===== src/stream_dma_pkg.sv =====
package stream_dma_pkg;

    // ------------------------------------------------------------------
    // sizes
    // ------------------------------------------------------------------
    localparam int NUM_CH      = 2;
    localparam int BURST_LEN   = 16;
    localparam int FIFO_DEPTH  = 64;
    localparam int WORD_BYTES  = 4;
    localparam int BURST_BYTES = BURST_LEN * WORD_BYTES;  // pointer step per burst.
    localparam int FIFO_AW     = $clog2(FIFO_DEPTH);
    localparam int BEAT_W      = $clog2(BURST_LEN);

    typedef logic [31:0] addr_t;
    typedef logic [31:0] word_t;
    typedef logic [23:0] pixel_t;
    typedef logic [7:0]  len_t;
    typedef logic [1:0]  resp_t;
    typedef logic [0:0]  ch_id_t;
    typedef logic [3:0]  reg_addr_t;

    localparam logic [1:0] AXI_BURST_INCR = 2'b01;
    localparam resp_t      RESP_OKAY      = 2'b00;

    // ------------------------------------------------------------------
    // register map
    // ------------------------------------------------------------------
    localparam reg_addr_t REG_START0 = 4'd0;
    localparam reg_addr_t REG_END0   = 4'd1;
    localparam reg_addr_t REG_START1 = 4'd2;
    localparam reg_addr_t REG_END1   = 4'd3;
    localparam reg_addr_t REG_CTRL   = 4'd4;   // one enable bit per channel.
    localparam reg_addr_t REG_STATUS = 4'd5;   // write 1 to clear.

    localparam int STATUS_ERR_BIT = 2;         // overflow flags sit below it.

    typedef enum logic [1:0] {
        IDLE,
        ADDR,
        DATA,
        RESP
    } wr_state_t;

endpackage


===== src/dma_capture_regs.sv =====
`timescale 1ns/1ps

module dma_capture_regs (
    input  logic                              clk,
    input  logic                              rst,
    input  logic                              reg_wr,
    input  logic                              reg_rd,
    input  stream_dma_pkg::reg_addr_t         reg_addr,
    input  stream_dma_pkg::word_t             reg_wdata,
    output stream_dma_pkg::word_t             reg_rdata,
    output stream_dma_pkg::addr_t             start_addr [stream_dma_pkg::NUM_CH],
    output stream_dma_pkg::addr_t             end_addr   [stream_dma_pkg::NUM_CH],
    output logic [stream_dma_pkg::NUM_CH-1:0] capture_en,
    input  logic [stream_dma_pkg::NUM_CH-1:0] overflow_pulse,
    input  logic                              wr_error_pulse
);
    import stream_dma_pkg::*;

    logic [NUM_CH-1:0] ovf_flag;
    logic              err_flag;
    logic              status_wr;
    word_t             status_word;

    assign status_wr = reg_wr && (reg_addr == REG_STATUS);

    always_comb begin
        status_word                 = '0;
        status_word[NUM_CH-1:0]     = ovf_flag;
        status_word[STATUS_ERR_BIT] = err_flag;
    end

    // ------------------------------------------------------------------
    // windows and control
    // ------------------------------------------------------------------
    always_ff @(posedge clk) begin
        if (rst) begin
            for (int ch = 0; ch < NUM_CH; ch++) begin
                start_addr[ch] <= '0;
                end_addr[ch]   <= '0;
            end
            capture_en <= '0;
        end else if (reg_wr) begin
            case (reg_addr)
                REG_START0: start_addr[0] <= reg_wdata;
                REG_END0:   end_addr[0]   <= reg_wdata;   // last byte of the window.
                REG_START1: start_addr[1] <= reg_wdata;
                REG_END1:   end_addr[1]   <= reg_wdata;
                REG_CTRL:   capture_en    <= reg_wdata[NUM_CH-1:0];
                default: ;
            endcase
        end
    end

    // sticky flags, a new event wins over a clear in the same cycle.
    always_ff @(posedge clk) begin
        if (rst) begin
            ovf_flag <= '0;
            err_flag <= 1'b0;
        end else begin
            ovf_flag <= (ovf_flag & ~(status_wr ? reg_wdata[NUM_CH-1:0] : '0)) | overflow_pulse;
            err_flag <= (err_flag & ~(status_wr && reg_wdata[STATUS_ERR_BIT])) | wr_error_pulse;
        end
    end

    // ------------------------------------------------------------------
    // read port
    // ------------------------------------------------------------------
    always_ff @(posedge clk) begin
        if (rst) begin
            reg_rdata <= '0;
        end else if (reg_rd) begin
            case (reg_addr)
                REG_START0: reg_rdata <= start_addr[0];
                REG_END0:   reg_rdata <= end_addr[0];
                REG_START1: reg_rdata <= start_addr[1];
                REG_END1:   reg_rdata <= end_addr[1];
                REG_CTRL:   reg_rdata <= word_t'(capture_en);
                REG_STATUS: reg_rdata <= status_word;
                default:    reg_rdata <= '0;
            endcase
        end
    end

endmodule


===== config.mk =====
export PLATFORM = sky130hd
export DESIGN_NAME = dma_capture_regs
export DESIGN_NICKNAME = d
export VERILOG_FILES = /design/src/stream_dma_pkg.sv /design/src/dma_capture_regs.sv
export SDC_FILE = /design/constraint.sdc
export NUM_CORES = 1
export LEC_CHECK = 0
export ABC_AREA = 0
export BUFFER_PORTS_ARGS = -buffer_cell sky130_fd_sc_hd__buf_2
export CAP_MARGIN = 15
export CORE_ASPECT_RATIO = 1.5
export CORE_MARGIN = 2
export CORE_UTILIZATION = 41
export DETAILED_ROUTE_END_ITERATION = 16
export GPL_TIMING_DRIVEN = 1
export PLACE_DENSITY = 0.69
export RECOVER_POWER = 100
export SLEW_MARGIN = 20
export SYNTH_ARGS = -nofsm -noshare
export SYNTH_HDL_FRONTEND = slang
export SYNTH_SLANG_ARGS = --single-unit

===== constraint.sdc =====
create_clock -name clk -period 4.1 [get_ports clk]
set_clock_uncertainty 0.05 [all_clocks]
set_input_delay 1.025 -clock clk [delete_from_list [all_inputs] [get_ports clk]]
set_output_delay 1.025 -clock clk [all_outputs]
set_load 0.1 [all_outputs]

## After elaboration in Yosys (flattened, before gate mapping)

Index checks and enable logic that the tools add are counted.

| cells by class | value |
|---|---|
| equal/unequal tests | 5 |
| multiplexer cells | 2 |
| bitwise logic cells | 6 |
| reductions and logical operators | 8 |

Operators by type and width:

| operator | number |
|---|---|
| $pmux W32 S6 | 1 |
| $reduce_and A2 Y1 | 5 |
| $eq A4 B2 Y1 const B | 2 |
| $eq A4 B3 Y1 const B | 2 |
| $eq A4 B1 Y1 const B | 1 |
| $logic_not A4 Y1 | 1 |
| $and A2 B2 Y2 | 1 |
| $logic_and A1 B1 Y1 | 2 |
| $mux W2 | 1 |
| $not A2 Y2 | 1 |
| $or A2 B2 Y2 | 1 |
| $and A1 B1 Y1 | 1 |
| $not A1 Y1 | 1 |
| $or A1 B1 Y1 | 1 |

| word-level totals | value |
|---|---|
| register bits after elaboration | 165 |
| input bits | 43 |
| output and inout bits | 162 |
| word-level logic and storage cells | 29 |

## Depth between registers and ports, before layout

| depth | value |
|---|---|
| word-level depth | 6 |
| depth in mapped cells | 7 |
| gate-level depth less buffers | 4 |

## Least setup slack after synthesis

No wires, ideal clock.

| timing | value |
|---|---|
| kind | input -> register |
| start point | input reg_addr[0] |
| end point | register reg_rdata[21] |
| library setup time | 0.132 ns |
| arrival time | 2.163 ns |
| required time | 3.918 ns |
| setup slack | 1.755 ns |
| cell stages on the path | 6 |
| path buffers | 2 |
| cells stage by stage | buf_4 -> buf_2 -> mux2_2 -> a222oi_1 -> nand2b_1 -> a21oi_1 |

| on the way | value |
|---|---|
| cells in the longest elaborated chain, start to end | 2 |
| elaborated cells between the ends (all ways) | 7 |
| classes of those cells | eq/ne: 5; mux: 1; reduce/logical: 1 |

Ends and longest elaborated chain:

| element | line | source |
|---|---|---|
| start: declaration | dma_capture_regs.sv:8 | `input stream_dma_pkg::reg_addr_t reg_addr,` |
| $eq A4 B3 Y1 (tied with other cells) | dma_capture_regs.sv:72 | `case (reg_addr)` |
| $pmux W32 S6 (*) | dma_capture_regs.sv:72 |  |
| end signal: assignment | dma_capture_regs.sv:73 | `REG_START0: reg_rdata <= start_addr[0];` |
| end signal: assignment | dma_capture_regs.sv:74 | `REG_END0: reg_rdata <= end_addr[0];` |
| end signal: assignment | dma_capture_regs.sv:75 | `REG_START1: reg_rdata <= start_addr[1];` |
| end: declaration | dma_capture_regs.sv:10 | `output stream_dma_pkg::word_t reg_rdata,` |

Every way passes the cells marked *; elsewhere a longest branch is shown, timed or not.
A chain may end at the register's enable or synchronous reset.

## Worst setup path after layout

| timing | value |
|---|---|
| start point | input reg_addr[0] |
| end point | register reg_rdata[27] |

Same word-level chain as after synthesis.

==> run_results.csv <==
group,metric,value,unit
die,design.core.area,16120,um^2
die,die_area,17380,um^2
cells_and_area,post-route-util,0.5092,
worst_setup_path,cpLargestDelayFamily,"buffers and inverters",
global_route,antenna_found_initial,1,
worst_setup_path,startpoint_type,"input port",
die,pin_count,205,
run_status,status,"completed",
global_route,grt_pass1_vias,6244,
die,dieWidth,108.3,um
synth,synth_seq_cells,165,
cells_and_area,syn2layout_area_growth,22.62,%
synth,synth_common_cells,"nand2_1, dfxtp_1, a21oi_1",
global_route,grt_pass1_wl,33620,um
worst_setup_path,crit_fanout,23,
detailed_routing,ant_nets,0,
cts,clkTransAtPathRegs,70,ps
power,p_per_area,433.7,nW/um^2
sta,slew_violations,0,
synth,syn_area_per_cell,8.112,um^2
worst_setup_path,critPathMaxStageDelay,850,ps
synth,ys.flop_type,"dfxtp_1",
min_path,min_from,"reg_rdata[9]$_SDFFE_PP0P_",
synth,synth.most_common_cell,"nand2_1",
synth,syn_area,6693,um^2
worst_setup_path,required,4380,ps
placed_design,place_congestion,0.8291,
synth,synthArstFlopShare,0,
power,p_leak,2.750,nW
worst_setup_path,timing.rr.end,"reg_rdata[4]$_SDFFE_PP0P_",
cells_and_area,layout-drive-gt1-share,0.1020,
detailed_routing,wl_per_cell,18.11,um
run,drv_cap,0,
worst_setup_path,r2r-start,"end_addr[36]$_SDFFE_PP0P_",
cells_and_area,diodes,0,
sta,worst_pin_slew,1297,ps
die,start_util,0.4152,
detailed_routing,dr.pass1.iters,8,
sta,fin_crit,3232,ps
worst_setup_path,endpoint_kind,"flip-flop",
sta,slew-limit-headroom,0.1356,
global_route,overflow,0,
detailed_routing,drt-initial-drc-count,590,
sta,tns,0,ps
worst_setup_path,reg2reg_depth,4,
cells_and_area,nNetsFinal,1041,
worst_setup_path,crit_path_cell_trace,"clkbuf_1 > and4bb_1 > clkbuf_2 > a222oi_1 > nand2b_1 > a21oi_1",
worst_setup_path,crit_slowest_cell,"clkbuf_1",
synth,yosys_warnings,0,
cts,cts_setup_buffers,0,
sta,fin_ws,867.8,ps
synth,synth_fp_nets,868,
min_path,whs_endpoint,"reg_rdata[9]$_SDFFE_PP0P_",
sta,finalSetupViolations,0,
worst_setup_path,worst-path-buf-inv,2,
power,ir_drop,0.2463,mV
sta,whs,410.9,ps
detailed_routing,vias_per_cell,5.408,
global_route,track_usage,0.2483,
cts,clkLatencyLatePin,420,ps
worst_setup_path,r2r_slack,2710,ps
synth,yosysTopAreaCell,"dfxtp_1",
sta,rsz0062_at_grt,"false",
min_path,holdCritPathClass,"flip-flop to flip-flop",
cts,cts-resized-gates,0,
synth,synth_cell_types,36,
placed_design,dp.final_hpwl,14750,um
die,die_h,160.5,um
worst_setup_path,crit_type,"input port to flip-flop",
synth,synth_area_leaders,"dfxtp_1, nand2_1, a21oi_1",
cts,htree_levels,4,
sta,hold_violations,0,
worst_setup_path,cp_data_arrival_time,3520,ps
cts,cts_buffers,17,
global_route,grt_max_degree,61,
cts,cts-root-buf,"clkbuf_16",
synth,syn_inst,825,
placed_design,dpl.cell_count,1185,
synth,yosys.area.top_type_share,0.4936,
cts,clock-sinks,165,
placed_design,place.port_buffers,204,
sta,post-route-period-util,0.7884,
cells_and_area,fin_cells,1216,
min_path,hold_depth,2,
cts,tritoncts,"done",
die,row_count,57,
detailed_routing,vias,6576,
cts,cts_hold_buf,0,
synth,seq_area_frac_synth,0.4936,
sta,fmax,309.4,MHz
detailed_routing,drc,0,
cts,cts_max_path_buffers,2,
synth,synth_edf_count,0,
detailed_routing,routed_wl,22020,um
placed_design,place_ws,994.3,ps
==> cell type report <==
cell class,count,area [um^2]
inverters,2,7.507
fillers,1679,7911
well taps,206,257.7
flip-flops and latches,165,3303
repair buffers,224,959.7
clock buffers,18,429.2
multi-input cells,588,3083
clock inverters,13,166.4
==> sequential cells by signal, summed over array words and instances, names as in the netlist <==
signal and flops:
capture_en 2, end_addr 64, err_flag 1, ovf_flag 2, reg_rdata 32, start_addr 64
==> worst reg2reg max path, stage by stage, from the launching register on <==
cell and delay, ps:
dfxtp_1 330, mux2_1 310, a222oi_1 320, nand2b_1 150
a21oi_1 60
==> placed cells by master (no fill, tap or decap), types with 7 or more instances in the layout <==
master	Yosys	layout
buf_4	6	13
nor2_1	6	7
nand2_1	290	290
buf_2	33	39
a222oi_1	29	29
dfxtp_1	165	165
clkbuf_1	30	168
a21oi_1	164	164
nand2b_1	29	29
clkbuf_16	0	17
mux2_2	10	10
mux2_1	20	20
==> cells by family after synthesis <==
kind of cell	count (synthesis)	synth area share
and+or+nand+nor	351	0.2219
AOI/OAI and AO/OA	201	0.1741
DFF	165	0.4936
buffers and inverters	72	0.05104
muxes	36	0.05945
==> power by group <==
| group | switching, mW | total [mW] | internal, mW |
|---|---|---|---|
| Sequential | 0.0153 | 1.64 | 1.62 |
| Combinational | 0.251 | 0.307 | 0.0556 |
| Clock | 0.699 | 1.62 | 0.917 |
==> how the worst max path moves through the flow <==
stage / start / cells after the start / to / slack [ps]
floorplan: reg_addr[0] / 6 / reg_rdata[21]$_SDFFE_PP0P_ / 1750
global placement: reg_addr[0] / 6 / start_addr[49]$_SDFFE_PP0P_ / 1110
detailed placement: reg_addr[0] / 6 / start_addr[49]$_SDFFE_PP0P_ / 990
CTS: reg_addr[0] / 6 / start_addr[56]$_SDFFE_PP0P_ / 1410
global route: reg_addr[0] / 6 / reg_rdata[19]$_SDFFE_PP0P_ / 720
finish: reg_addr[0] / 6 / reg_rdata[27]$_SDFFE_PP0P_ / 870
==> per-layer routing <==
metal | wire (um) | GRT usage | part of all wire
met5 | 13 | 0 | 0.00059
met2 | 11380 | 0.4302 | 0.52
met4 | 650 | 0.1107 | 0.030
met1 | 8403 | 0.2947 | 0.38
met3 | 1576 | 0.04627 | 0.072
==> per-stage QoR <==
step | area [um^2] | power [mW]
3_3_place_gp | 7840 | 1.982
6_report | 8207 | 3.559
2_1_floorplan | 6693 | 1.888
4_1_cts | 8436 | 3.577
5_1_grt | 8207 | 3.662
3_5_place_dp | 7840 | 1.984
Note: power is estimated with default switching activity, not from simulation.
